`src/rsa_pkg.sv`:
```
package rsa_pkg;

    // operand and result width, all arithmetic wraps at this size
    localparam int DATA_W = 16;

    // width of row / column / k fields in a load request, bounds ROWS, COLS, MAX_K to 16
    localparam int IDX_W = 4;

    // step counter width, covers the longest feed phase (16 + 16 + 16 - 2 steps)
    localparam int STEP_W = 6;

    typedef logic [DATA_W-1:0] data_t;

    // target of a host load
    typedef enum logic [1:0] {
        BANK_A,     // idx = row of A, pos = k
        BANK_B,     // idx = column of B, pos = k
        BANK_M      // idx = row of M, pos = column
    } bank_sel_e;

    // one host write, 26 bits
    typedef struct packed {
        bank_sel_e          bank;
        logic [IDX_W-1:0]   idx;
        logic [IDX_W-1:0]   pos;
        data_t              data;
    } load_req_t;

    // run controller states
    typedef enum logic [1:0] {
        ST_IDLE,    // waiting for start, loads accepted
        ST_FEED,    // skewed operands stream in, then one calc_done cycle
        ST_DRAIN,   // results shift out of column 0
        ST_DONE     // last column on the outputs
    } ctrl_state_e;

endpackage

```
`src/rsa_step_counter.sv`:
```
`timescale 1ns/1ps

module rsa_step_counter import rsa_pkg::*; (
    input  logic              clk,
    input  logic              i_reset,
    input  logic              i_load,
    input  logic [STEP_W-1:0] i_len,
    output logic [STEP_W-1:0] o_step,
    output logic              o_last_step
);

    logic [STEP_W-1:0] cnt;

    // the load cycle itself is step 0
    assign o_step = i_load ? '0 : cnt;

    always_ff @(posedge clk) begin
        if (i_reset) begin
            cnt <= '0;
        end else begin
            cnt <= o_step + STEP_W'(1);
        end
    end

    assign o_last_step = (o_step == i_len - STEP_W'(1));

endmodule

```
`config.mk`:
```
export PLATFORM = sky130hd
export DESIGN_NAME = rsa_step_counter
export DESIGN_NICKNAME = d
export VERILOG_FILES = /design/src/rsa_pkg.sv /design/src/rsa_step_counter.sv
export SDC_FILE = /design/constraint.sdc
export NUM_CORES = 1
export LEC_CHECK = 0
export BUFFER_PORTS_ARGS = -buffer_cell sky130_fd_sc_hd__buf_2
export CORE_AREA = 2 2 39 41
export CTS_BUF_LIST = sky130_fd_sc_hd__clkbuf_8 sky130_fd_sc_hd__clkbuf_16
export DETAILED_ROUTE_END_ITERATION = 6
export DIE_AREA = 0 0 41 43
export PLACE_DENSITY_LB_ADDON = 0.2
export SETUP_SLACK_MARGIN = 0.02
export SLEW_MARGIN = 20
export SYNTH_ARGS = -nofsm -noshare
export SYNTH_HDL_FRONTEND = slang
export SYNTH_SLANG_ARGS = --single-unit
export TNS_END_PERCENT = 1
```
`constraint.sdc`:
```
create_clock -name clk -period 1.3 [get_ports clk]
set_input_delay 0 -clock clk [delete_from_list [all_inputs] [get_ports clk]]
set_output_delay 0 -clock clk [all_outputs]
set_load 0.005 [all_outputs]
```
==> results.json <==
{
  "status": "complete, but fails checks",
  "failed_checks": "negative setup slack",
  "grt_pass1_vias": 338,
  "drtIter0Drc": 2,
  "rsz0062_at_grt": "true",
  "route.detailed.drc": 0,
  "synth_fa_ha_area_share_pct": 5.68,
  "vias": 406,
  "route.antenna.remaining_nets": 0,
  "cp_max_fo": 5,
  "cpPeakStageDelay_ns": 0.36,
  "die_h_um": 43,
  "cp_cell_sequence": "xor2_1 -> a32oi_1 -> nor2_1 -> a31oi_1 -> nor4_2 -> buf_2",
  "tightest_slew_ns": 0.347,
  "viasPerCell": 4.51,
  "ys_types": 16,
  "seqPwrFrac_pct": 35.1,
  "synthArstFlopShare_pct": 0,
  "grt_use_total_pct": 11.1,
  "nNetsFinal": 87,
  "largestRegisters": "cnt: 6 flops",
  "die-area_sq_um": 1760,
  "yosys.area_share.simple_pct": 31.8,
  "root_buffer": "clkbuf_8",
  "criticalPathCategory": "flip-flop to output port",
  "max_cap_violations": 0,
  "power.leakage_nw": 0.273,
  "grt_pass1_wl_um": 1280,
  "drive_gt1_share_pct": 44.6,
  "ys_warn_count": 0,
  "overflow": 0,
  "syn_area_per_cell_sq_um": 8.31,
  "period_needed_ns": 1.33,
  "synthMuxAreaShare_pct": 0,
  "synth_top_family_by_area": "simple AND/OR/NAND/NOR gates",
  "clockBufferDepth": 2,
  "synth_area_leaders": "dfxtp_1, xnor2_1, nor2b_1",
  "ioPinCount": 16,
  "synth_edf_count": 0,
  "clkPwrFrac_pct": 49.7,
  "core.rowCount": 14,
  "synth_seq_cells": 6,
  "synth_ff_type": "dfxtp_1",
  "powerDensity_nw_per_um2": 881,
  "drv_slew": 0,
  "cts.sinks": 6,
  "yosysSeqAreaShare_pct": 27.3,
  "largest_reg_flops": 6,
  "critPathSlowestCell": "dfxtp_2",
  "max_slew_margin_pct": 76.7,
  "setup_ws_ns": -0.0306,
  "startpoint_type": "flip-flop",
  "synthTopCellsByCount": "nor2_1, xnor2_1, nor2b_1",
  "place_congestion": 0.692,
  "total_power_w": 0.000558,
  "synth-compound-area-share_pct": 5.11,
  "critPathArrivalTime_ns": 1.33,
  "dp_hpwl_um": 695,
  "max-vdd-ir-drop_mv": 0.666,
  "final_util_pct": 45.8,
  "core_area_sq_um": 1380,
  "power.switching_w": 0.000128,
  "start_util_pct": 31.8,
  "cts_inserted_buffers": 3,
  "setup_violations": 1,
  "port_buffers": 15,
  "p_comb_share_pct": 15.2,
  "synth_area_sq_um": 440,
  "ctsHoldBuffers": 0,
  "wl_per_cell_um": 9.93,
  "antenna_found_initial": 0,
  "first_pass_iters": 2,
  "switching_share_pct": 22.9,
  "syn_inst": 53,
  "required_ns": 1.30,
  "hold_viol": 0,
  "grt_max_degree": 11,
  "synth_top_area_cell": "dfxtp_1",
  "synth_top_area_share_pct": 27.3,
  "clk_pin_slew_ns": 0.03,
  "antenna_cells": 0,
  "clock_latency_ns": 0.22,
  "max_freq_ghz": 0.752,
  "syn-num-nets": 64,
  "dieWidth_um": 41,
  "top_register": "cnt",
  "place_ws_ns": 0.0189,
  "synth_xor_area_share_pct": 25.9,
  "setup-tns-final_ns": -0.0306,
  "wl_um": 894,
  "critPathCaptureType": "output port",
  "htree_levels": 1,
  "cts_tree": "built",
  "p_int_w": 0.000430,
  "areaGrowthSynthToFinish_pct": 43.8,
  "hp-class": "input port to flip-flop",
  "fin_skew_ns": 0.00219,
  "post-route-period-util_pct": 102
}
## layer usage
metal / up-vias / GRT usage [%] / routed length, um
met5: - / 0 / 0
met4: 0 / 8.00 / 26
met3: 2 / 3.14 / 59
met2: 13 / 17.5 / 396
met1: 179 / 11.7 / 412
li1: 212 / - / -
## metrics by stage
step	cells	hold WS [ns]	cell area, sq um
after global routing	90	0.0355	633
after global placement	86	0.262	547
after CTS	90	0.0220	614
final	90	0.0184	633
after detailed placement	86	0.263	547
after floorplan	53	0.0716	440
## worst max-delay path, delay by kind of cell (launching register included)
kind	cells	cell delay, ns
AOI/OAI and AO/OA	2	0.12
buffers and inverters	1	0.14
xor gates and xnor gates	1	0.15
DFF	1	0.36
and+or+nand+nor	2	0.33
## path summary, 6_finish.rpt
| kind | from | to | slack [ns] | depth (start not counted) |
|---|---|---|---|---|
| worst max-delay path | cnt[0]$_SDFF_PP0_ | o_last_step | -0.03 | 6 |
| worst min-delay path | i_reset | cnt[0]$_SDFF_PP0_ | 0.02 | 2 |
| worst max register to register | cnt[0]$_SDFF_PP0_ | cnt[4]$_SDFF_PP0_ | 0.16 | 5 |
| worst min register to register | cnt[5]$_SDFF_PP0_ | cnt[5]$_SDFF_PP0_ | 0.62 | 3 |
## layout by cell type, fill, tap and decap left out
master,netlist,final
xor2_1,5,3
nand3_1,2,2
clkbuf_8,0,3
xnor2_1,8,8
nor3_1,3,3
a31oi_1,1,1
o21bai_1,1,1
dfxtp_2,0,4
xor2_2,0,2
nor2b_1,7,4
dfxtp_1,6,2
nor2_1,8,8
nor2b_4,1,3
nor4_2,1,1
nor2b_2,0,1
buf_2,0,15
a32oi_1,1,1
buf_4,0,4
ha_1,2,2
nand2_1,4,4
inv_1,2,2
## power groups by stage
stage	Combinational (W)	Sequential (W)	Clock, W
after floorplan	0.0000531	0.000196	0
after global placement	0.0000804	0.000197	0
after detailed placement	0.0000814	0.000198	0
after CTS	0.0000836	0.000195	0.000285
after global routing	0.0000933	0.000196	0.000293
final	0.0000846	0.000196	0.000277
## timing repair
action                                  4_1_cts  5_1_grt
gates resized for setup                       7        4
setup buffers                                 1        0
hold endpoints to repair                      0        0
endpoints found under the setup margin        1        1
pin swaps                                     6        3
## logic make-up (layout without fill, tap and decap cells)
family          count (synthesis)  in the layout
compound gates                  3              3
xor+xnor                       13             13
fa+ha+maj                       2              2
buf+inv                         3             24
flops                           6              6
simple gates                   26             26
## final cells by class
class | count | area [sq um]
fillers | 142 | 751
inverters | 2 | 7.51
repair buffers | 19 | 105
clock buffers | 3 | 41.3
multi-input cells | 44 | 334
well taps | 16 | 20.0
flip-flops and latches | 6 | 125
No activity file was read; power rests on OpenSTA's default activity.
