===== src/rsa_pkg.sv =====
package rsa_pkg;

    // operand and result width, all arithmetic wraps at this size
    localparam int DATA_W = 16;

    // width of row / column / k fields in a load request, bounds ROWS, COLS, MAX_K to 16
    localparam int IDX_W = 4;

    // step counter width, covers the longest feed phase (16 + 16 + 16 - 2 steps)
    localparam int STEP_W = 6;

    typedef logic [DATA_W-1:0] data_t;

    // target of a host load
    typedef enum logic [1:0] {
        BANK_A,     // idx = row of A, pos = k
        BANK_B,     // idx = column of B, pos = k
        BANK_M      // idx = row of M, pos = column
    } bank_sel_e;

    // one host write, 26 bits
    typedef struct packed {
        bank_sel_e          bank;
        logic [IDX_W-1:0]   idx;
        logic [IDX_W-1:0]   pos;
        data_t              data;
    } load_req_t;

    // run controller states
    typedef enum logic [1:0] {
        ST_IDLE,    // waiting for start, loads accepted
        ST_FEED,    // skewed operands stream in, then one calc_done cycle
        ST_DRAIN,   // results shift out of column 0
        ST_DONE     // last column on the outputs
    } ctrl_state_e;

endpackage


===== src/rsa_bias_adder.sv =====
`timescale 1ns/1ps

module rsa_bias_adder import rsa_pkg::*; #(
    parameter int ROWS = 4,
    parameter int COLS = 4
) (
    input  logic             clk,
    input  logic             i_reset,
    input  logic             i_load,
    input  load_req_t        i_load_req,
    input  logic             i_busy,
    input  logic             i_drain_en,
    input  data_t [ROWS-1:0] i_drain_vec,
    output logic             o_c_valid,
    output logic [IDX_W-1:0] o_c_col,
    output data_t [ROWS-1:0] o_c_data
);

    localparam int RA_W = (ROWS > 1) ? $clog2(ROWS) : 1;
    localparam int CA_W = (COLS > 1) ? $clog2(COLS) : 1;

    data_t m_mem [ROWS][COLS];

    logic [IDX_W-1:0] col;      // column now leaving the array
    logic             wr_en;

    assign wr_en = i_load && !i_busy && (i_load_req.bank == BANK_M)
                   && (int'(i_load_req.idx) < ROWS)
                   && (int'(i_load_req.pos) < COLS);

    always_ff @(posedge clk) begin
        if (wr_en) begin
            m_mem[i_load_req.idx[RA_W-1:0]][i_load_req.pos[CA_W-1:0]] <= i_load_req.data;
        end
    end

    always_ff @(posedge clk) begin
        if (i_reset) begin
            col       <= '0;
            o_c_valid <= 1'b0;
            o_c_col   <= '0;
        end else begin
            o_c_valid <= i_drain_en;
            o_c_col   <= col;
            col       <= i_drain_en ? col + IDX_W'(1) : '0;
        end
    end

    // one column of C per drain cycle
    always_ff @(posedge clk) begin
        if (i_drain_en) begin
            for (int r = 0; r < ROWS; r++) begin
                o_c_data[r] <= i_drain_vec[r] + m_mem[r][col[CA_W-1:0]];
            end
        end
    end

endmodule


===== config.mk =====
export PLATFORM = sky130hd
export DESIGN_NAME = rsa_bias_adder
export DESIGN_NICKNAME = d
export VERILOG_FILES = /design/src/rsa_pkg.sv /design/src/rsa_bias_adder.sv
export SDC_FILE = /design/constraint.sdc
export NUM_CORES = 1
export LEC_CHECK = 0
export BUFFER_PORTS_ARGS = -buffer_cell sky130_fd_sc_hd__buf_4
export CORE_MARGIN = 2
export CORE_UTILIZATION = 53
export CTS_CLUSTER_DIAMETER = 50
export DETAILED_ROUTE_END_ITERATION = 7
export GPL_ROUTABILITY_DRIVEN = 0
export HOLD_SLACK_MARGIN = 0.08
export PLACE_DENSITY_LB_ADDON = 0.08
export SLEW_MARGIN = 25
export SYNTH_ARGS = -nofsm -noshare
export SYNTH_HDL_FRONTEND = slang
export SYNTH_SLANG_ARGS = --single-unit

===== constraint.sdc =====
create_clock -name clk -period 3.2 [get_ports clk]
set_input_delay 0.32 -clock clk [delete_from_list [all_inputs] [get_ports clk]]
set_output_delay 0.32 -clock clk [all_outputs]
set_load 0.005 [all_outputs]

==> results.toml <==
[finish]
drive_gt1_share_pct = 33.3
nets = 1245
final_cells = 1455
finish.utilization_pct = 66.6
layout_commonest_cell = "edfxtp_1"
syn2layout_area_growth_pct = 24.3
mostFrequentLayoutCells = "edfxtp_1, buf_4, mux4_2"
insertedDiodeCount = 0

[power]
p_int_uw = 8080
power_frac_seq_pct = 47.4
clock_power_share_pct = 42.1
p_sw_uw = 2280
p_leak_uw = 0.00646
ir_drop_v = 0.000436
combPwrFrac_pct = 10.5
power_density_nw_per_um2 = 582
swShare_pct = 22.0

[place]
dpl.hpwl_mm = 19.5
placedCellCount = 1370
portBuffers = 163

[timing]
fin_crit_sh_pct = 96.0
slew_violations = 0
slew_headroom_pct = 39.9
clock_skew_ns = 0.00801
fin_crit_ns = 3.07
timing.fmax_ghz = 0.326
finalHoldViolations = 0
setup_viol = 0
worst_slew_pin_slew_ns = 0.901
grt_setup_unrepaired = "yes"

[setup_path]
crit_fanout = 9
cp_data_arrival_time_ns = 3.41
cp-start-kind = "register"
worstRegToRegCells = 9
regToRegStartpoint = "col[0]"
regToRegSetupSlack_ns = 0.13
endpoint = "o_c_data[47]"
crit_start = "col[0]"
critPathRequiredTime_ns = 3.54
worstReg2RegEnd = "o_c_data[47]"
critPathKind = "reg -> reg"
critPathCaptureType = "register"

[clocking]
clockBufferDepth = 3
h-tree-depth = 2
clk_latency_ns = 0.51
clk_pin_slew_worst_paths_ns = 0.06
cts_sinks = 329
root_buffer = "clkbuf_16"
cts_tree = "built"
cts_buffers = 38

[synthesis]
syn_area_um2 = 14300
ys_ff_latch = 329
synthCells = 835
syn_nets = 995
ys.flop_type = "edfxtp_1"
synth_edf_count = 320
synth_warnings = 0
ys_seq_area_share_pct = 68.4
synth_cell_type_count = 55
avgSynthCellArea_um2 = 17.1
async_flop_share_pct = 0

[routing]
vias = 8233
wire_per_inst_um = 20.4
drt_wl_total_mm = 29.8
drt_iter0_drc = 668
post-route-drc-count = 0
postRouteAntennaNets = 0
drt-vias-per-instance = 5.66
drt_first_pass_iters = 5

[min_path]
hold_path.class = "in -> reg"

[status]
status = "finished clean"

[floorplan]
fp.dieH_um = 168
ioPinCount = 164
dieWidth_um = 168
start_util_pct = 53.6
num_rows = 60
core_area_um2 = 26700
die_area_um2 = 28300

[global_route]
grt_max_degree = 66
grt_pass1_vias = 8217
grt-ovfl-total = 0
grt_pass1_wl_mm = 45.5
antenna_found_initial = 0
grt_util_all_layers_pct = 21.2

[job]
cap_violations = 0
worst min-delay path by stage:
stage                              end  cells after the start             from  slack, ns
after floorplan             o_c_col[0]                      1          i_reset       0.39
after global placement      o_c_col[3]                      1           col[3]       0.49
after detailed placement    o_c_col[3]                      1           col[3]       0.48
after CTS                 o_c_data[48]                      2  i_drain_vec[48]       0.08
after global routing       o_c_data[0]                      2   i_drain_vec[0]       0.10
final                     o_c_data[48]                      2  i_drain_vec[48]       0.11
per-stage QoR:
stage / setup slack, ns / TNS, ns / total power [µW] / hold WS [ns] / instance area (µm²)
3_5_place_dp: 0.0664 / 0 / 6060 / 0.484 / 16300
5_1_grt: -0.0492 / -0.106 / 10700 / 0.101 / 17800
2_1_floorplan: -0.0318 / -0.0438 / 5560 / 0.392 / 14300
3_3_place_gp: 0.105 / 0 / 6040 / 0.490 / 16300
6_report: 0.129 / 0 / 10400 / 0.105 / 17800
4_1_cts: 0.0431 / 0 / 10400 / 0.0830 / 17600
cells in the mapped netlist, drive strengths merged (9+ instances only):
| cell type | number | area, µm² |
|---|---|---|
| a211oi | 10 | 80.1 |
| a21o | 13 | 97.6 |
| a21oi | 45 | 225 |
| buf | 11 | 58.8 |
| dfxtp | 9 | 180 |
| edfxtp | 320 | 9610 |
| ha | 61 | 763 |
| inv | 23 | 86.3 |
| mux4 | 64 | 1440 |
| nand2 | 31 | 116 |
| nand2b | 15 | 93.8 |
| nand3 | 14 | 70.1 |
| nor2 | 41 | 154 |
| o21ai | 28 | 140 |
| xnor2 | 40 | 350 |
| xor2 | 14 | 123 |
kinds of logic after synthesis:
group,count (synthesis),share of synthesized area (%)
DFF,329,68.4
AOI/OAI and AO/OA,143,6.40
and+or+nand+nor,137,4.68
muxes,65,10.1
adders and majority gates,65,5.89
xor gates and xnor gates,54,3.30
buffers and inverters,42,1.22
final cells by class:
cell class,instances,area [µm²]
Timing Repair Buffer,229,1770
Tap cell,341,427
Multi-Input combinational cell,464,4430
Sequential cell,329,9790
Inverter,23,86.3
Clock inverter,22,224
Clock buffer,47,1070
Fill cell,1852,8930
metal layers:
layer	global-route usage (%)	wire [µm]	vias up
met5	0	0	-
met4	4.12	292	0
met3	3.55	1510	29
met2	36.5	15100	223
met1	29.0	12900	4120
li1	-	-	3861
power by group through the flow:
stage	combinational, µW	sequential [µW]	clock [µW]
finish	1090	4910	4360
global placement	1050	5000	0
global route	1190	4920	4610
detailed placement	1060	5000	0
floorplan	552	5010	0
CTS	1070	4910	4450
repair_timing:
| item | CTS | global route |
|---|---|---|
| setup endpoints to repair | 0 | 17 |
| gates resized for setup | 0 | 14 |
| hold buffers | 1 | 0 |
| buffers inserted | 0 | 15 |
| endpoints found under the hold margin | 4 | 0 |
critical path, cell delays in order (launching register included):
cell and delay, ns:
dfxtp_4 0.45, buf_4 0.19, buf_4 0.17, mux4_2 0.53, ha_1 0.36, o21a_1 0.14, o31a_1 0.21, a41oi_2 0.21
or4_1 0.55, o2111ai_1 0.10
flip-flops by register name, indices dropped and copies added (netlist names):
name,count
m_mem,256
o_c_data,64
o_c_col,4
col,4
o_c_valid,1
Note: power is estimated with default switching activity, not from simulation.
