$ cat src/rsa_pkg.sv
package rsa_pkg;

    // operand and result width, all arithmetic wraps at this size
    localparam int DATA_W = 16;

    // width of row / column / k fields in a load request, bounds ROWS, COLS, MAX_K to 16
    localparam int IDX_W = 4;

    // step counter width, covers the longest feed phase (16 + 16 + 16 - 2 steps)
    localparam int STEP_W = 6;

    typedef logic [DATA_W-1:0] data_t;

    // target of a host load
    typedef enum logic [1:0] {
        BANK_A,     // idx = row of A, pos = k
        BANK_B,     // idx = column of B, pos = k
        BANK_M      // idx = row of M, pos = column
    } bank_sel_e;

    // one host write, 26 bits
    typedef struct packed {
        bank_sel_e          bank;
        logic [IDX_W-1:0]   idx;
        logic [IDX_W-1:0]   pos;
        data_t              data;
    } load_req_t;

    // run controller states
    typedef enum logic [1:0] {
        ST_IDLE,    // waiting for start, loads accepted
        ST_FEED,    // skewed operands stream in, then one calc_done cycle
        ST_DRAIN,   // results shift out of column 0
        ST_DONE     // last column on the outputs
    } ctrl_state_e;

endpackage

$ cat src/rsa_operand_bank.sv
`timescale 1ns/1ps

module rsa_operand_bank import rsa_pkg::*; #(
    parameter int        LANES = 4,
    parameter int        MAX_K = 8,
    parameter bank_sel_e BANK  = BANK_A
) (
    input  logic                           clk,
    input  logic                           i_load,
    input  load_req_t                      i_load_req,
    input  logic                           i_busy,
    input  logic                           i_feed_en,
    input  logic [STEP_W-1:0]              i_step,
    input  logic [$clog2(MAX_K + 1)-1:0]   i_k_len,
    output data_t [LANES-1:0]              o_edge_vec
);

    localparam int LA_W = (LANES > 1) ? $clog2(LANES) : 1;   // lane address
    localparam int KA_W = (MAX_K > 1) ? $clog2(MAX_K) : 1;   // k address

    data_t mem [LANES][MAX_K];

    logic wr_en;

    assign wr_en = i_load && !i_busy && (i_load_req.bank == BANK)
                   && (int'(i_load_req.idx) < LANES)
                   && (int'(i_load_req.pos) < MAX_K);

    always_ff @(posedge clk) begin
        if (wr_en) begin
            mem[i_load_req.idx[LA_W-1:0]][i_load_req.pos[KA_W-1:0]] <= i_load_req.data;
        end
    end

    // diagonal skew, lane n is n steps behind lane 0
    always_comb begin
        logic [STEP_W-1:0] k;
        for (int n = 0; n < LANES; n++) begin
            k = i_step - STEP_W'(n);
            o_edge_vec[n] = '0;
            if (i_feed_en && (i_step >= STEP_W'(n))
                && (k < STEP_W'(i_k_len)) && (k < STEP_W'(MAX_K))) begin
                o_edge_vec[n] = mem[n][k[KA_W-1:0]];
            end
        end
    end

endmodule

$ cat config.mk
export PLATFORM = sky130hd
export DESIGN_NAME = rsa_operand_bank
export DESIGN_NICKNAME = d
export VERILOG_FILES = /design/src/rsa_pkg.sv /design/src/rsa_operand_bank.sv
export SDC_FILE = /design/constraint.sdc
export NUM_CORES = 1
export LEC_CHECK = 0
export BUFFER_PORTS_ARGS = -buffer_cell sky130_fd_sc_hd__buf_2
export CAP_MARGIN = 10
export CORE_MARGIN = 3
export CORE_UTILIZATION = 60
export DETAILED_ROUTE_END_ITERATION = 7
export PLACE_DENSITY = 0.75
export SYNTH_ARGS = -nofsm -noshare
export SYNTH_HDL_FRONTEND = slang
export SYNTH_SLANG_ARGS = --single-unit
$ cat constraint.sdc
create_clock -name clk -period 4.05 [get_ports clk]
set_clock_uncertainty 0.05 [all_clocks]
set_input_delay 0.405 -clock clk [delete_from_list [all_inputs] [get_ports clk]]
set_output_delay 0.405 -clock clk [all_outputs]
set_load 0.01 [all_outputs]
==> results of run 1 <==
## synthesized netlist by cell type (all sizes together) (3+ instances only)
cell | count | area, µm²
nor4 | 3 | 18.8
o211ai | 3 | 27.5
edfxtp | 512 | 15400
a21oi | 62 | 348
ha | 17 | 213
xnor2 | 5 | 43.8
a21o | 3 | 22.5
nor2b | 3 | 18.8
a31oi | 3 | 18.8
nor2 | 34 | 128
buf | 31 | 160
inv | 16 | 60.1
nor3 | 7 | 35.0
mux2i | 3 | 30.0
mux4 | 128 | 2880
nand2 | 131 | 492
nand2b | 4 | 25.0
clkbuf | 18 | 67.6
## metal layers
layer | track usage [%] | part of all wire (%) | up-vias
li1 | - | - | 4321
met1 | 35.5 | 39 | 5198
met2 | 39.7 | 49 | 473
met3 | 4.83 | 9.1 | 82
met4 | 5.41 | 2.0 | 8
met5 | 0 | 0.13 | -
## logic make-up after synthesis
family | count (synthesis) | share of synthesized area (%)
muxes | 131 | 14.5
DFF | 512 | 76.6
AOI/OAI and AO/OA | 76 | 2.30
buffers and inverters | 65 | 1.43
and+or+nand+nor | 189 | 3.82
xor gates and xnor gates | 6 | 0.262
adders and majority gates | 17 | 1.06
## worst min-delay path by stage
stage,start,endpoint,depth (start not counted)
2_1_floorplan,i_load_req[0],mem[0][0],0
3_3_place_gp,i_load_req[1],mem[2][65],1
3_5_place_dp,i_load_req[1],mem[2][1],1
4_1_cts,i_load_req[1],mem[0][1],1
5_1_grt,i_load_req[1],mem[2][65],1
6_report,i_load_req[1],mem[2][81],1
## power groups by stage
stage                     clock [mW]  sequential, mW  combinational, mW
after global placement             0            5.94              0.619
after floorplan                    0            5.94              0.403
after global routing            4.69            5.83              0.681
final                           4.42            5.83              0.623
after detailed placement           0            5.94              0.630
after CTS                       4.48            5.83              0.632
## per-stage QoR
stage	hold slack (ns)	worst slack, ns
after floorplan	0.454	0.447
after global placement	0.885	0.790
after detailed placement	0.887	0.796
after CTS	0.320	0.763
after global routing	0.361	0.559
final	0.338	0.742
## cell type report
cell class                 count  area (µm²)
clock buffer                  53        1240
tap                          442         553
inverter                      16        60.1
multi-input combinational    419        4430
fill                        2037        9910
timing repair buffer         152         898
clock inverter                36         313
sequential                   512       15400
==> summary.md, run 1 <==
| Metric | Value |
|---|---|
| CP Data Arrival Time | 2.85 ns |
| CP Cell Sequence | buf_2 > inv_1 > ha_1 > a21oi_1 > xnor2_1 > inv_1 > ha_1 > nor4_1 > o211ai_1 > buf_4 > a21oi_1 > buf_2 |
| Number of global-route vias before repair | 10300 |
| Gpl congestion | 0.792 |
| CTS resizes | 0 |
| CP Launch Type | input port |
| Worst Setup SP | i_step[2] |
| Die Wd | 189 µm |
| LEAKAGE | approximately 7.7 nW |
| DR vias/cell | ~6.2 |
| Tcrit/Tclk final | slightly above 80% |
| Post-Route Setup TNS | 0 ns |
| Iteration count of the initial detailed-routing pass | 5 |
| Initial DRC count | 1039 |
| Post-synth EDFFs | between 500 and 600 |
| Die Span Y | 189 µm |
| Final slew viol count | 0 |
| Total power | 10.9 mW |
| Synth Flop Type | edfxtp_1 |
| Worst path bufs/invs | 5 |
| Crit end category | output port |
| IO Pins | 104 |
| Actual slew at the worst max-slew pin | 0.912 ns |
| Final net count | 1207 |
| Comb pwr share | 5.7% |
| Crit Path Class | in2out |
| Clk buf depth | 3 |
| Root buffer cell | clkbuf_16 |
| Initial antenna violation count | 5 |
| Crit path largest cell delay | 0.36 ns |
| Port Buffers | between 100 and 150 |
| Crit path capture | o_edge_vec[57] |
| Routed WL | 42400 µm |
| Row count | 66 |
| Pwr dens | between 400 and 500 mW/mm² |
| Max reg flops | 512 |
| Synthesized area | approximately 0.020 mm² |
| Core area | 0.0328 mm² |
| RSZ-0062 raised after global routing | false |
| Starting Density | 61.2% |
| Final Hold Viols | 0 |
| P_sw | 2.20 mW |
| Post-CTS setup buffers | 0 |
| Final instance area | 0.0229 mm² |
| Post-Syn Nets | 1053 |
| Seq pwr share | 53.6% |
| Pin count of the biggest net entering global routing | 62 |
| Period minus WS final | 3.31 ns |
| Antenna diode count | 0 |
| Syn-to-layout area delta | 14.0% |
| Yosys Warn Count | 0 |
| Total GRT Usage | 24.4% |
| Post-layout util | 69.8% |
| Clock-pin slew on the worst setup and hold paths | 0.06 ns |
| Sw frac | 20.3% |
| Syn Inst Count | 996 |
| # H-tree levels | 2 |
| Fraction of layout cells with a size suffix above 1 | 30.7% |
| CTS tree | yes |
| DP HPWL | 23500 µm |
| Crit-path slowest cell | nor4_1 |
| Worst Hold Class | in2reg |
| Worst VDD drop | 0.397 mV |
| Crit path max fanout | 15 |
| Number of instances in the placed design | 1541 |
| WP data required | 3.60 ns |
| Fmax achieved | 0.302 GHz |
| Routed Antenna Nets | 0 |
| Final Setup Violations | 0 |
| Post-synthesis sequential area ratio | roughly three quarters |
| First-pass GRT wire length | 64100 µm |
| Inserted Clock Buffers | 49 |
| Post-CTS Hold Fix Bufs | 0 |
| DR WL/cell | roughly 26 µm |
| Cell-internal power | 8.67 mW |
| Commonest non-fill, non-tap cells in the layout | 512 x edfxtp_1, 131 x nand2_1, 128 x mux4_2, 102 x buf_2, 52 x a21oi_1 |
| Via count | 10100 |
| Synth cell types | 35 |
| Die footprint | 0.0357 mm² |
| Status | finished, final reports clean |
| # clock sinks | between 500 and 600 |
| Cell Area, Placed | 0.0213 mm² |
| Max-Cap Viols | 0 |
| Clk pwr share | 40.6% |
| Largest delay share family, worst path | buffers and inverters |
| Number of synthesized register bits | 512 |
| Async S/R FF share, synth | 0% |
| Synth Area per Inst | slightly above 20 µm² |
| WP depth | 12 |
| Total gr overflow | 0 |
| Leading cell type in the layout, fill and taps excluded | edfxtp_1 |
| Slew margin rel. | 39.2% |
| DRC viols | 0 |
| Final std cells w/o fill | between 1500 and 2000 |
No activity file was read; power rests on OpenSTA's default activity.
==> run 2: changes to the inputs <==
Clock period 4.05 ns to 3.3 ns, I/O delays scaled along.
==> run 2 against run 1 <==
Net effect:
- power increased by 20%
- non-clock buffer count increased by 2
- design area decreased by 0.37%
- wire length increased by 0.73%
- sequential share of layout area increased by 0.25 points
- via count about the same
- critical path depth unchanged
- critical path type unchanged
- largest power group unchanged
- highest routed layer unchanged
==> summary.md, run 2 (synthesized netlist as in run 1, its figures left out) <==
| Metric | Value |
|---|---|
| Status | finished, final reports clean |
| Core area | 0.0328 mm² (unchanged) |
| Root buffer cell | clkbuf_16 |
| Initial antenna violation count | 5 (unchanged) |
| Post-Route Setup TNS | 0 ns (unchanged) |
| Fmax achieved | ~0.35 GHz |
| Routed Antenna Nets | 0 (unchanged) |
| Clock-pin slew on the worst setup and hold paths | 0.06 ns (about the same) |
| Leading cell type in the layout, fill and taps excluded | edfxtp_1 |
| LEAKAGE | 7.63 nW (-0.48%) |
| Fraction of layout cells with a size suffix above 1 | 30.8% (+0.084 points) |
| Number of instances in the placed design | 1543 (+0.13%) |
| Gpl congestion | 0.797 (+0.58%) |
| Die footprint | 0.0357 mm² (unchanged) |
| WP data required | 2.92 ns (-0.68 ns) |
| Syn-to-layout area delta | 13.6% |
| Final slew viol count | 0 (unchanged) |
| Pin count of the biggest net entering global routing | 62 (unchanged) |
| RSZ-0062 raised after global routing | false |
| Port Buffers | 103 (unchanged) |
| Pwr dens | 573 mW/mm² (+21%) |
| Slew margin rel. | 41.4% (+2.2 points) |
| # clock sinks | 512 (unchanged) |
| Starting Density | 61.2% (unchanged) |
| CP Data Arrival Time | 2.52 ns (-0.33 ns) |
| Die Span Y | 189 µm (unchanged) |
| Worst VDD drop | 0.477 mV (+20%) |
| Post-layout util | 69.5% (-0.26 points) |
| CTS resizes | 0 (unchanged) |
| Post-CTS setup buffers | 0 (unchanged) |
| # H-tree levels | 2 (unchanged) |
| Final std cells w/o fill | 1630 (unchanged) |
| Crit end category | output port |
| Cell Area, Placed | 0.0213 mm² (about the same) |
| Row count | 66 (unchanged) |
| Iteration count of the initial detailed-routing pass | 5 (unchanged) |
| CP Launch Type | input port |
| Total GRT Usage | 24.7% (+0.26 points) |
| DRC viols | 0 (unchanged) |
| WHS Endpoint | mem[1][18] |
| Tcrit/Tclk final | between 80% and 90% |
| Inserted Clock Buffers | 49 (unchanged) |
| Die Wd | 189 µm (unchanged) |
| Post-CTS Hold Fix Bufs | 0 (unchanged) |
| Commonest non-fill, non-tap cells in the layout | 512 x edfxtp_1, 131 x nand2_1, 128 x mux4_2, 102 x buf_2 |
| Clk buf depth | 3 (unchanged) |
| IO Pins | 104 (unchanged) |
| Final instance area | 0.0228 mm² (-0.37%) |
| Period minus WS final | 2.90 ns |
| Max reg flops | 512 (unchanged) |
| Routed WL | 42700 µm (+0.73%) |
| DP HPWL | 23900 µm (+1.9%) |
| Crit path max fanout | 16 (+1) |
| DR vias/cell | 6.19 (about the same) |
| Initial DRC count | 1124 (+8.2%) |
| DR WL/cell | 26.2 µm (+0.73%) |
| Actual slew at the worst max-slew pin | 0.879 ns (-0.0331 ns) |
| HP Start | i_load_req[2] |
| Antenna diode count | 0 (unchanged) |
| WHS Path Cells | 1 (unchanged) |
| Worst Hold Class | in2reg |
| Crit Path Class | in2out |
| Total gr overflow | 0 (unchanged) |
| First-pass GRT wire length | 64900 µm (+1.2%) |
| Final Hold Viols | 0 (unchanged) |
| Max-Cap Viols | 0 (unchanged) |
| Number of global-route vias before repair | 10300 (-0.30%) |
| CTS tree | yes |
| Via count | 10100 (+0.020%) |
| Final net count | 1209 (+0.17%) |
| Final Setup Violations | 0 (unchanged) |
==> run 2: area by class of cell <==
cell class	count	area (µm²)
clock buffers	60	1310
repair buffers	154	901
inverters	16	60.1
well taps	442	553
fillers	2069	9990
flip-flops and latches	512	15400
multi-input cells	419	4430
clock inverters	27	158
==> run 2: power breakdown <==
group	total [mW]	switching, mW	internal (mW)
Clock	5.13	2.25	2.89
Combinational	0.773	0.457	0.316
Sequential	7.16	0.000517	7.16
==> run 2: metrics by stage <==
step / setup WS, ns / total power [mW] / hold WS (ns)
final: 0.402 / 13.1 / 0.259
after CTS: 0.402 / 13.1 / 0.236
after floorplan: 0.0878 / 7.79 / 0.379
after global routing: 0.293 / 13.5 / 0.260
after detailed placement: 0.406 / 8.08 / 0.820
after global placement: 0.496 / 8.06 / 0.801
==> run 2: worst max path at each step <==
stage                     startpoint        endpoint  slack (ns)
after floorplan            i_step[1]  o_edge_vec[37]        0.09
after global placement     i_step[1]  o_edge_vec[36]        0.50
after detailed placement   i_step[1]  o_edge_vec[19]        0.41
after CTS                  i_step[1]  o_edge_vec[19]        0.40
after global routing       i_step[1]  o_edge_vec[31]        0.29
final                      i_step[1]  o_edge_vec[19]        0.40
==> run 2: critical path, cell delays in order <==
cell and delay (ns):
buf_4 0.15, inv_1 0.16, ha_1 0.21, a21boi_0 0.23, xnor2_1 0.19, inv_1 0.07, ha_1 0.19, a2111oi_2 0.27
o211ai_2 0.14, buf_4 0.24, a21oi_1 0.17, buf_2 0.15
==> run 2: layer usage <==
| layer | vias up | global-route usage [%] | wire length (µm) |
|---|---|---|---|
| li1 | 4316 | - | - |
| met1 | 5221 | 37.2 | 17300 |
| met2 | 482 | 39.5 | 21100 |
| met3 | 55 | 4.39 | 3690 |
| met4 | 10 | 4.64 | 521 |
| met5 | - | 0 | 75 |
