[config.mk]
export PLATFORM = sky130hd
export DESIGN_NAME = rsa_ctrl_fsm
export DESIGN_NICKNAME = d
export VERILOG_FILES = /design/src/rsa_pkg.sv /design/src/rsa_ctrl_fsm.sv
export SDC_FILE = /design/constraint.sdc
export NUM_CORES = 1
export LEC_CHECK = 0
export ABC_AREA = 1
export BUFFER_PORTS_ARGS = -buffer_cell sky130_fd_sc_hd__buf_2
export CAP_MARGIN = 5
export CORE_UTILIZATION = 53
export DETAILED_ROUTE_END_ITERATION = 16
export GPL_ROUTABILITY_DRIVEN = 0
export PLACE_DENSITY = 0.83
export SETUP_SLACK_MARGIN = 0.4
export SYNTH_ARGS = -nofsm -noshare
export SYNTH_HDL_FRONTEND = slang
export SYNTH_SLANG_ARGS = --single-unit
[constraint.sdc]
create_clock -name clk -period 2.3 [get_ports clk]
set_input_delay 0 -clock clk [delete_from_list [all_inputs] [get_ports clk]]
set_output_delay 0 -clock clk [all_outputs]
set_load 0.03 [all_outputs]
[src/rsa_pkg.sv]
package rsa_pkg;

    // operand and result width, all arithmetic wraps at this size
    localparam int DATA_W = 16;

    // width of row / column / k fields in a load request, bounds ROWS, COLS, MAX_K to 16
    localparam int IDX_W = 4;

    // step counter width, covers the longest feed phase (16 + 16 + 16 - 2 steps)
    localparam int STEP_W = 6;

    typedef logic [DATA_W-1:0] data_t;

    // target of a host load
    typedef enum logic [1:0] {
        BANK_A,     // idx = row of A, pos = k
        BANK_B,     // idx = column of B, pos = k
        BANK_M      // idx = row of M, pos = column
    } bank_sel_e;

    // one host write, 26 bits
    typedef struct packed {
        bank_sel_e          bank;
        logic [IDX_W-1:0]   idx;
        logic [IDX_W-1:0]   pos;
        data_t              data;
    } load_req_t;

    // run controller states
    typedef enum logic [1:0] {
        ST_IDLE,    // waiting for start, loads accepted
        ST_FEED,    // skewed operands stream in, then one calc_done cycle
        ST_DRAIN,   // results shift out of column 0
        ST_DONE     // last column on the outputs
    } ctrl_state_e;

endpackage

[src/rsa_ctrl_fsm.sv]
`timescale 1ns/1ps

module rsa_ctrl_fsm import rsa_pkg::*; #(
    parameter int ROWS  = 4,
    parameter int COLS  = 4,
    parameter int MAX_K = 8
) (
    input  logic                           clk,
    input  logic                           i_reset,
    input  logic                           i_start,
    input  logic [$clog2(MAX_K + 1)-1:0]   i_k_len,
    input  logic                           i_last_step,
    output logic                           o_busy,
    output logic [$clog2(MAX_K + 1)-1:0]   o_k_len,
    output logic [STEP_W-1:0]              o_phase_len,
    output logic                           o_cnt_load,
    output logic                           o_feed_en,
    output logic                           o_calc_done,
    output logic                           o_drain_en,
    output logic                           o_done
);

    // extra feed steps needed for the skew to reach the far corner PE
    localparam logic [STEP_W-1:0] SKEW_STEPS = STEP_W'(ROWS + COLS - 2);

    ctrl_state_e state;

    always_ff @(posedge clk) begin
        if (i_reset) begin
            state       <= ST_IDLE;
            o_busy      <= 1'b0;
            o_k_len     <= '0;
            o_phase_len <= '0;
            o_cnt_load  <= 1'b0;
            o_feed_en   <= 1'b0;
            o_calc_done <= 1'b0;
            o_drain_en  <= 1'b0;
            o_done      <= 1'b0;
        end else begin
            // single-cycle pulses
            o_cnt_load  <= 1'b0;
            o_calc_done <= 1'b0;
            o_done      <= 1'b0;

            case (state)
                ST_IDLE: begin
                    if (i_start) begin
                        state       <= ST_FEED;
                        o_busy      <= 1'b1;
                        o_k_len     <= i_k_len;
                        o_phase_len <= STEP_W'(i_k_len) + SKEW_STEPS;
                        o_cnt_load  <= 1'b1;
                        o_feed_en   <= 1'b1;
                    end
                end
                ST_FEED: begin
                    if (o_calc_done) begin          // sums frozen this cycle, start draining
                        state       <= ST_DRAIN;
                        o_phase_len <= STEP_W'(COLS);
                        o_cnt_load  <= 1'b1;
                        o_drain_en  <= 1'b1;
                    end else if (i_last_step) begin
                        o_feed_en   <= 1'b0;
                        o_calc_done <= 1'b1;
                    end
                end
                ST_DRAIN: begin
                    if (i_last_step) begin
                        state      <= ST_DONE;
                        o_drain_en <= 1'b0;
                        o_done     <= 1'b1;     // lines up with the last output column
                    end
                end
                ST_DONE: begin
                    state  <= ST_IDLE;
                    o_busy <= 1'b0;
                end
                default: state <= ST_IDLE;
            endcase
        end
    end

endmodule

==> results of run 1 <==
[worst min path at each step]
stage                       endpoint  slack [ns]  cells past startpoint
after floorplan           o_k_len[0]        0.16                      2
after global routing          o_done        0.03                      3
after detailed placement  o_k_len[0]        0.28                      3
after global placement    o_k_len[2]        0.28                      3
final                     o_k_len[1]        0.02                      3
after CTS                     o_done       0.008                      3
[stage by stage]
stage / power, W / hold WS [ns]
after floorplan: 0.001073 / 0.1640
after global placement: 0.001223 / 0.2764
after detailed placement: 0.001246 / 0.2823
after CTS: 0.001413 / 0.007635
after global routing: 0.001534 / 0.03092
final: 0.001408 / 0.01697
[synth_stat cells]
cell | n | area [um^2]
a211oi_1 | 1 | 7.510
a21oi_1 | 11 | 55.05
conb_1 | 1 | 3.750
nor3_1 | 3 | 15.01
nand2_4 | 3 | 33.78
clkinv_2 | 1 | 5.000
nand2_2 | 1 | 6.260
dfxtp_1 | 17 | 340.3
buf_4 | 1 | 7.510
o21ai_0 | 6 | 30.03
nand3_2 | 1 | 10.01
nand3_1 | 7 | 35.03
ha_1 | 8 | 100.1
buf_2 | 1 | 5.000
xnor2_1 | 1 | 8.760
nor2_1 | 13 | 48.80
inv_1 | 13 | 48.80
nand2_1 | 23 | 86.33
[cell families after synthesis]
logic type               count (synthesis)  share of synthesized area [%]
buffers and inverters                   16                          7.828
AND/OR/NAND/NOR                         51                          27.77
XOR/XNOR                                 1                          1.034
other                                    1                         0.4427
flip-flops                              17                          40.18
AO/OA/AOI/OAI                           18                          10.93
adder cells (fa/ha/maj)                  8                          11.82
[cell type report]
type | instances | area, um^2
clock buffer | 4 | 26.28
fill | 142 | 485.5
inverter | 14 | 53.80
multi-input combinational | 79 | 440.4
sequential | 17 | 340.3
tap | 16 | 20.02
timing repair buffer | 25 | 140.1
[registers in the layout, indices dropped and copies added, names as in the netlist]
signal and cells:
o_drain_en 1, o_feed_en 1, o_done 1, o_phase_len 5, o_busy 1, o_k_len 4, o_cnt_load 1, o_calc_done 1
state 2
[tightest hold or removal path: stages]
cell     delay [ns]
buf_2          0.11
inv_1          0.09
a21oi_1        0.07
[routing by layer]
metal | up-vias | GRT usage (%)
met3 | 5 | 2.586
met5 | - | 0
met2 | 22 | 38.75
li1 | 408 | -
met1 | 344 | 25.21
met4 | 0 | 12.26
[power groups by stage]
| stage | Sequential (W) | Combinational [W] | Clock [W] |
|---|---|---|---|
| final | 0.000443 | 0.000801 | 0.000163 |
| after global routing | 0.000456 | 0.000901 | 0.000176 |
| after CTS | 0.000445 | 0.000801 | 0.000167 |
| after detailed placement | 0.000451 | 0.000795 | 0 |
| after global placement | 0.000445 | 0.000777 | 0 |
| after floorplan | 0.000601 | 0.000471 | 0 |
[timing repair]
item,4_1_cts,5_1_grt
buffers inserted,0,0
endpoints found under the setup margin,0,0
hold buffers,3,0
resized for setup,0,0
hold endpoints to repair,10,0
==> run_results.csv, run 1 <==
group,metric,value,unit
detailed_routing,antenna_left,0,
final_layout,layout_commonest_cell,"nand2_1",
sta,finalCritPeriodShare,62.30,%
sta,fin_tns_setup,0,ns
detailed_routing,viasPerCell,5.026,
cts,tritoncts,"yes",
final_layout,stdcell_count,155,
power,p_sw,0.0006916,W
cts,htree_levels,1,
detailed_routing,post_drt_wl_per_cell,11.21,um
placed_design,port_buffers,22,
power,p_sw_share,49.12,%
setup_path,crit_buf_inv,2,
setup_path,worstPathArrival,1.62,ns
setup_path,rrSetupSlack,0.87,ns
detailed_routing,wl,1.738,mm
detailed_routing,met2_length,862,um
global_route,grt_pass1_vias,740,
cts,cts_made_buffers,3,
cts,clkLatencyLatePin,0.30,ns
logic_synthesis,yosysUniqueCellTypes,18,
setup_path,cp_num_cells,6,
power,power.share.clock,11.6,%
job,drv_cap,0,
setup_path,timing.rr.end,"o_k_len[1]",
global_route,grt_util_all_layers,21.87,%
sta,fin_skew,0.004689,ns
logic_synthesis,syn_area,847.1,um^2
setup_path,worstSetupStartpointType,"register",
floorplan,die_h,41.98,um
cts,clk_pin_slew,0.10,ns
cts,cts-root-buf,"clkbuf_4",
sta,fmax,697.9,MHz
logic_synthesis,syn_inst,112,
placed_design,dp_cells,148,
setup_path,reg2reg_depth,6,
floorplan,die_w,41.98,um
floorplan,row_count,14,
global_route,grt_max_degree,10,
hold_path,hp-start,"i_k_len[1]",
sta,slew_viol_final,0,
final_layout,drive_gt1_share,22.30,%
power,power.density,1379,nW/um^2
detailed_routing,top_layer_used,"met4",
logic_synthesis,yosys_warnings,0,
detailed_routing,drt_iter0_markers,14,
logic_synthesis,seq_area_frac_synth,40.18,%
detailed_routing,vias,779,
detailed_routing,dr.pass1.iters,6,
final_layout,antenna_cells,0,
setup_path,worstPathRequired,2.49,ns
floorplan,dieArea,1762,um^2
setup_path,crit_type,"reg2reg",
setup_path,cp_top_family,"flip-flops",
floorplan,initial_core_util,56.23,%
placed_design,dp_slack,0.8925,ns
setup_path,slowest_delay,0.40,ns
logic_synthesis,synth-seq-cells,17,
logic_synthesis,avgSynthCellArea,7.563,um^2
global_route,grt_pass1_wl,2.960,mm
sta,rsz0062_at_grt,"no",
power,seqPwrFrac,31.5,%
setup_path,path_max_fanout,8,
sta,fin_crit,1.433,ns
final_layout,layout_common_cells,"nand2_1 (23), buf_2 (22), dfxtp_1 (17)",
placed_design,place_area,964.7,um^2
cts,cts.sinks,17,
setup_path,cp_slowest_cell,"dfxtp_1",
setup_path,reg2reg_from,"state[0]",
cts,cts.path.max_buffers,2,
placed_design,dpl.hpwl,1.327,mm
setup_path,end_kind,"register",
power,ir_drop,678.4,uV
final_layout,nets,156,
sta,setup_viol,0,
logic_synthesis,synth_fp_nets,128,
power,p_int,0.0007164,W
setup_path,crit_chain,"inv_1 -> ha_1 -> nand2_1 -> clkinv_2 -> o21ai_0 -> a21oi_1",
global_route,grt_antenna_before_repair,0,
power,p_leak,0.5328,nW
final_layout,final_area,1021,um^2
sta,final_hold_viol_count,0,
sta,fin_ws,0.8670,ns
detailed_routing,wl_met3,86,um
setup_path,crit_end,"o_k_len[1]",
floorplan,core,1506,um^2
outcome,status,"finished clean",
detailed_routing,drc,0,
setup_path,crit_start,"state[0]",
hold_path,hp-class,"in2reg",
detailed_routing,wl_met1,749,um
floorplan,ioPinCount,24,
power,combPwrFrac,56.9,%
final_layout,post-route-util,67.77,%
final_layout,area_growth,20.53,%
global_route,overflow,0,
No activity file was read; power rests on OpenSTA's default activity.
==> run 2, diff against run 1 <==
--- a/config.mk
+++ b/config.mk
@@ -8,10 +8,10 @@
 export ABC_AREA = 1
 export BUFFER_PORTS_ARGS = -buffer_cell sky130_fd_sc_hd__buf_2
 export CAP_MARGIN = 5
-export CORE_UTILIZATION = 53
+export CORE_UTILIZATION = 44
 export DETAILED_ROUTE_END_ITERATION = 16
 export GPL_ROUTABILITY_DRIVEN = 0
-export PLACE_DENSITY = 0.83
+export PLACE_DENSITY = 0.74
 export SETUP_SLACK_MARGIN = 0.4
 export SYNTH_ARGS = -nofsm -noshare
 export SYNTH_HDL_FRONTEND = slang
==> constraint.sdc (replaced) <==
create_clock -name clk -period 1.2 [get_ports clk]
set_input_delay 0 -clock clk [delete_from_list [all_inputs] [get_ports clk]]
set_output_delay 0 -clock clk [all_outputs]
set_load 0.03 [all_outputs]
==> run 2 against run 1 <==
Net effect:
- the flow now finishes with violations (negative hold slack)
- sequential share of layout area down 5.5 points
- flip-flop and latch count unchanged
- hold slack worse by 0.071 ns
- final cell count up 7.7%
- critical path depth up 2
- total power up 150%
- cell area up 28%
- utilization up 6.4 points
- via count up 7.1%
- wire length up 19%
- critical path type unchanged
- largest cell class unchanged
- largest power group unchanged
==> run_results.csv, run 2 (synthesized netlist as in run 1, its figures left out) <==
group,metric,value,unit
final_layout,antenna_cells,0,
final_layout,post-route-util,74.18,%
final_layout,layout_commonest_cell,"nand2_1",
global_route,grt-busiest-layer,"met2",
setup_path,cp_num_cells,8,
floorplan,ioPinCount,24,
placed_design,port_buffers,22,
global_route,grt_use_met3,2.381,%
final_layout,final_area,1309,um^2
setup_path,crit_chain,"inv_6 -> ha_4 -> nand2_4 -> nand2_4 -> nand2_4 -> nand2_2 -> nand2_1 -> nor2_1",
setup_path,crit_end,"o_phase_len[3]",
setup_path,reg2reg_from,"state[0]",
cts,cts-root-buf,"clkbuf_4",
cts,cts.path.max_buffers,2,
global_route,met2_usage,38.59,%
sta,rsz0062_at_grt,"yes",
setup_path,crit_start,"state[0]",
global_route,grt_antenna_before_repair,0,
detailed_routing,wl,2.074,mm
setup_path,cp_top_family,"simple AND/OR/NAND/NOR gates",
setup_path,timing.rr.end,"o_phase_len[3]",
setup_path,reg2reg_depth,8,
global_route,grt_max_degree,11,
final_layout,nFillCells,139,
floorplan,dieArea,2105,um^2
setup_path,cp_common_cell,"nand2_4",
global_route,met1_usage,22.73,%
final_layout,reg_top3,"o_phase_len x5, o_k_len x4, state x2",
final_layout,largest_reg_flops,5,
final_layout,nets,159,
setup_path,slowest_delay,0.39,ns
sta,finalCritPeriodShare,96.62,%
setup_path,crit_type,"reg2reg",
outcome,violations,"negative hold slack",
final_layout,multiInputGateArea,561.8,um^2
floorplan,core,1764,um^2
sta,final_hold_viol_count,3,
setup_path,path_max_fanout,5,
cts,hold_buffers,4,
detailed_routing,antenna_left,0,
final_layout,register_area,364.1,um^2
floorplan,die_h,45.88,um
sta,fin_skew,0.01207,ns
power,ir_drop,1570,uV
setup_path,worstPathArrival,1.41,ns
sta,fmax,862.5,MHz
setup_path,worstSetupStartpointType,"register",
global_route,grt_pass1_wl,3.091,mm
hold_path,hp-class,"in2reg",
final_layout,top_register,"o_phase_len",
setup_path,end_kind,"register",
cts,clkLatencyLatePin,0.30,ns
final_layout,area_growth,54.51,%
final_layout,layout_common_cells,"nand2_1 (16), buf_6 (13), nor2_1 (11)",
detailed_routing,viasPerCell,4.994,
sta,holdWs,-0.05423,ns
final_layout,drive_gt1_share,50.00,%
setup_path,worstPathRequired,1.45,ns
global_route,overflow,0,
sta,fin_crit,1.159,ns
outcome,status,"finished, violations left",
cts,htree_levels,1,
floorplan,die_w,45.88,um
setup_path,crit_buf_inv,1,
cts,cts_made_buffers,3,
cts,clk_pin_slew,0.11,ns
setup_path,cp_slowest_cell,"dfxtp_4",
placed_design,dpl.hpwl,1.409,mm
job,drv_cap,0,
cts,cts.sinks,17,
detailed_routing,vias,834,
detailed_routing,post_drt_wl_per_cell,12.42,um
global_route,grt_pass1_vias,756,
global_route,grt_util_all_layers,20.81,%
detailed_routing,dr.pass1.iters,4,
floorplan,row_count,15,
detailed_routing,drt_iter0_markers,8,
placed_design,dp_cells,157,
sta,setup_viol,0,
detailed_routing,drc,0,
final_layout,stdcell_count,167,
power,power.density,2675,nW/um^2
power,p_leak,0.5836,nW
setup_path,rrSetupSlack,0.04,ns
floorplan,initial_core_util,48.01,%
cts,tritoncts,"yes",
sta,slew_viol_final,0,
placed_design,place_area,1062,um^2
run 2: cell count changes in the layout (fill, tap and decap cells not counted), moves of 6 or more:
cell	delta
dfxtp_2	+10
nand2_1	-7
ha_1	-6
dfxtp_1	-13
buf_2	-15
buf_6	+13
run 2: where the power goes:
group          internal [W]  switching, W
sequential         0.000795      0.000189
combinational      0.000916       0.00129
clock              0.000124      0.000189
run 2: final cells by class:
cell class                 instances  area share (%)
timing repair buffer              28           19.22
multi-input combinational         79           42.93
tap                               25           2.390
sequential                        17           27.82
clock inverter                     1          0.3824
clock buffer                       3           1.721
inverter                          14           5.545
run 2: through the flow:
stage               setup slack (ns)  total power (W)  TNS (ns)
detailed placement           0.02863         0.002732         0
finish                       0.04057         0.003501         0
global route                -0.03991         0.003735   -0.1338
floorplan                     0.1334         0.002346         0
global placement             0.05975         0.002668         0
CTS                          0.04463         0.003327         0
run 2: timing repair:
| action | in CTS | in global routing |
|---|---|---|
| buffers inserted | 1 | 1 |
| endpoints found under the hold margin | 8 | 3 |
| endpoints found under the setup margin | 31 | 32 |
| resized for setup | 38 | 22 |
| pin swaps | 9 | 6 |
run 2: worst min-delay path by stage:
stage / startpoint / end / cells past startpoint
after floorplan: i_k_len[0] / o_k_len[0] / 2
after global placement: i_k_len[2] / o_k_len[2] / 3
after detailed placement: i_reset / o_feed_en / 2
after CTS: i_reset / o_feed_en / 2
after global routing: i_reset / o_feed_en / 2
final: i_reset / o_done / 2
run 2: per-layer routing:
metal  vias up  routed length [um]
met4         0                  41
met5         -                   0
li1        417                   -
met1       387                 886
met2        25                1081
met3         5                  65
==> run 3, diff against run 2 <==
--- a/config.mk
+++ b/config.mk
@@ -5,13 +5,15 @@
 export SDC_FILE = /design/constraint.sdc
 export NUM_CORES = 1
 export LEC_CHECK = 0
-export ABC_AREA = 1
 export BUFFER_PORTS_ARGS = -buffer_cell sky130_fd_sc_hd__buf_2
 export CAP_MARGIN = 5
-export CORE_UTILIZATION = 44
+export CELL_PAD_IN_SITES_DETAIL_PLACEMENT = 1
+export CELL_PAD_IN_SITES_GLOBAL_PLACEMENT = 1
+export CORE_UTILIZATION = 33
 export DETAILED_ROUTE_END_ITERATION = 16
 export GPL_ROUTABILITY_DRIVEN = 0
 export PLACE_DENSITY = 0.74
+export RECOVER_POWER = 50
 export SETUP_SLACK_MARGIN = 0.4
 export SYNTH_ARGS = -nofsm -noshare
 export SYNTH_HDL_FRONTEND = slang
==> run 3 against run 2 <==
Net effect:
- the flow finishes with violations (negative setup slack)
- sequential share of layout area decreased by 4.1 points
- die area increased by 35%
- critical path type unchanged
- sequential power decreased by 3.2%
- clock-buffer cell count unchanged
==> run_results.csv, run 3 <==
group,metric,value,unit
outcome,status,"finished, violations left",
outcome,violations,"negative setup slack",
power,ir_drop,1586,uV
logic_synthesis,synth_top_cell_by_area,"dfxtp_1",
final_layout,largest_reg_flops,5,
setup_path,worstPathRequired,1.41,ns
sta,final_hold_viol_count,0,
global_route,grt_antenna_before_repair,0,
cts,clk_pin_slew,0.11,ns
cts,htree_levels,1,
logic_synthesis,synthAdderAreaFrac,11.51,%
logic_synthesis,yosysMostFrequentCell,"dfxtp_1",
detailed_routing,wl,2.948,mm
setup_path,crit_start,"state[0]",
floorplan,die_w,53.34,um
setup_path,worstPathArrival,1.71,ns
floorplan,core,2477,um^2
setup_path,worstSetupStartpointType,"register",
power,p_leak,0.6755,nW
global_route,grt_util_all_layers,22.65,%
floorplan,initial_core_util,35.10,%
logic_synthesis,synthTopCellsByCount,"dfxtp_1 (17), a21oi_1 (12), ha_1 (8)",
detailed_routing,viasPerCell,5.156,
final_layout,reg_top3,"o_phase_len x5, o_k_len x4, state x2",
setup_path,cp_slowest_cell,"dfxtp_4",
sta,slew_viol_final,0,
sta,fin_crit,1.499,ns
logic_synthesis,avgSynthCellArea,8.965,um^2
sta,fin_tns_setup,-2.476,ns
final_layout,stdcell_count,180,
logic_synthesis,synth-seq-cells,17,
logic_synthesis,syn_inst,97,
logic_synthesis,yosysUniqueCellTypes,29,
global_route,grt_max_degree,20,
global_route,grt_pass1_wl,4.395,mm
cts,cts_made_buffers,3,
global_route,grt_pass1_vias,945,
placed_design,place_area,1215,um^2
sta,fin_ws,-0.2994,ns
placed_design,port_buffers,22,
detailed_routing,post_drt_wl_per_cell,16.38,um
logic_synthesis,synth_edf_count,0,
final_layout,drive_gt1_share,61.33,%
cts,tritoncts,"yes",
logic_synthesis,synth_fp_nets,113,
floorplan,die_h,53.34,um
final_layout,top_register,"o_phase_len",
floorplan,dieArea,2845,um^2
power,p_total,0.003914,W
sta,rsz0062_at_grt,"yes",
setup_path,path_max_fanout,5,
detailed_routing,dr.pass1.iters,4,
cts,cts-root-buf,"clkbuf_4",
final_layout,layout_commonest_cell,"buf_4",
global_route,met1_usage,25.34,%
final_layout,nFillCells,272,
setup_path,slowest_delay,0.42,ns
sta,setup_viol,15,
global_route,met2_usage,38.13,%
logic_synthesis,seq_area_frac_synth,39.14,%
final_layout,area_growth,79.57,%
logic_synthesis,yosysTopAreaCellShare,39.14,%
logic_synthesis,syn_area,869.6,um^2
logic_synthesis,synth_top_family_by_area,"simple AND/OR/NAND/NOR gates",
cts,clkLatencyLatePin,0.31,ns
detailed_routing,drc,0,
setup_path,cp_common_cell,"buf_4",
final_layout,antenna_cells,0,
logic_synthesis,yosys_warnings,0,
detailed_routing,antenna_left,0,
final_layout,nets,167,
job,drv_cap,0,
placed_design,dp_cells,163,
floorplan,ioPinCount,24,
logic_synthesis,synth_compound_area_share,15.11,%
cts,cts.path.max_buffers,2,
final_layout,final_area,1562,um^2
detailed_routing,vias,928,
setup_path,end_kind,"register",
logic_synthesis,synthSimpleGateAreaFrac,22.45,%
sta,fmax,666.9,MHz
power,power.density,2507,nW/um^2
global_route,grt-busiest-layer,"met2",
global_route,overflow,0,
placed_design,dpl.hpwl,1.786,mm
detailed_routing,drt_iter0_markers,13,
setup_path,crit_chain,"inv_4 -> ha_4 -> nor2b_4 -> buf_4 -> buf_4 -> o21ai_0 -> a21oi_2",
floorplan,row_count,18,
final_layout,layout_common_cells,"buf_4 (24), buf_6 (17), dfxtp_2 (12)",
hold_path,hp-class,"in2reg",
logic_synthesis,ys.flop_type,"dfxtp_1",
sta,holdWs,0.02992,ns
logic_synthesis,synth-xor-area-share,1.007,%
hold_path,hp-start,"i_k_len[1]",
setup_path,reg2reg_from,"state[0]",
sta,fin_skew,0.005444,ns
logic_synthesis,synth_area_leaders,"dfxtp_1 (39%), ha_1 (12%), a21oi_1 (6.9%)",
logic_synthesis,synth_mux_area_share,4.748,%
sta,finalCritPeriodShare,125.0,%
cts,cts.sinks,17,
setup_path,crit_type,"reg2reg",
logic_synthesis,async_reset_ff_share,0,%
global_route,grt_use_met3,4.885,%
-- run 3: what timing repair did --
item	in CTS	in global routing
resized for setup	48	20
endpoints found under the hold margin	5	0
endpoints found under the setup margin	32	32
pin swaps	2	2
hold buffers	5	0
cloned	0	0
buffers inserted	6	2
-- run 3: metal layers --
metal  vias to the layer above  wire, um
met4                         0        84
li1                        447         -
met3                         7        95
met2                        22      1545
met5                         -         0
met1                       452      1222
-- run 3: where the power goes --
part	switching [W]	total, W	internal (W)
Clock	0.000215	0.000340	0.000125
Sequential	0.000170	0.000953	0.000783
Combinational	0.00123	0.00262	0.00139
Total	0.00162	0.00391	0.00230
-- run 3: cell type report --
type / count / area [um^2] / area share (%)
inverters: 5 / 26.28 / 1.683
multi-input cells: 70 / 623.1 / 39.90
well taps: 30 / 37.54 / 2.404
clock inverters: 1 / 5.005 / 0.3205
flip-flops and latches: 17 / 370.4 / 23.72
clock buffers: 3 / 22.52 / 1.442
repair buffers: 54 / 476.7 / 30.53
-- run 3: final timing paths --
check                                      end  slack, ns  cells past startpoint
worst max-delay path            o_phase_len[3]      -0.30                      7
worst max register to register  o_phase_len[3]      -0.30                      7
worst min register to register      o_k_len[2]       0.47                      2
worst min-delay path            o_phase_len[1]       0.03                      3
-- run 3: cells by family (layout without fill, tap and decap cells) --
kind of cell,after synthesis,in the layout
muxes,4,4
buffers and inverters,10,63
xor gates and xnor gates,1,1
and+or+nand+nor,33,33
DFF,17,17
other,1,1
adders and majority gates,8,8
AOI/OAI and AO/OA,23,23
-- run 3: worst max-delay path, delay by kind of cell (launching register included) --
family | cells | cell delay, ns
buf+inv | 3 | 0.32
compound gates | 2 | 0.34
fa+ha+maj | 1 | 0.17
simple gates | 1 | 0.14
flops | 1 | 0.42
-- run 3: metrics by stage --
stage / utilization, % / setup slack (ns)
after floorplan: - / -0.2046
after global placement: 49.04 / -0.2280
after detailed placement: 49.04 / -0.3079
after CTS: 59.95 / -0.2836
after global routing: 63.03 / -0.3817
final: 63.03 / -0.2994
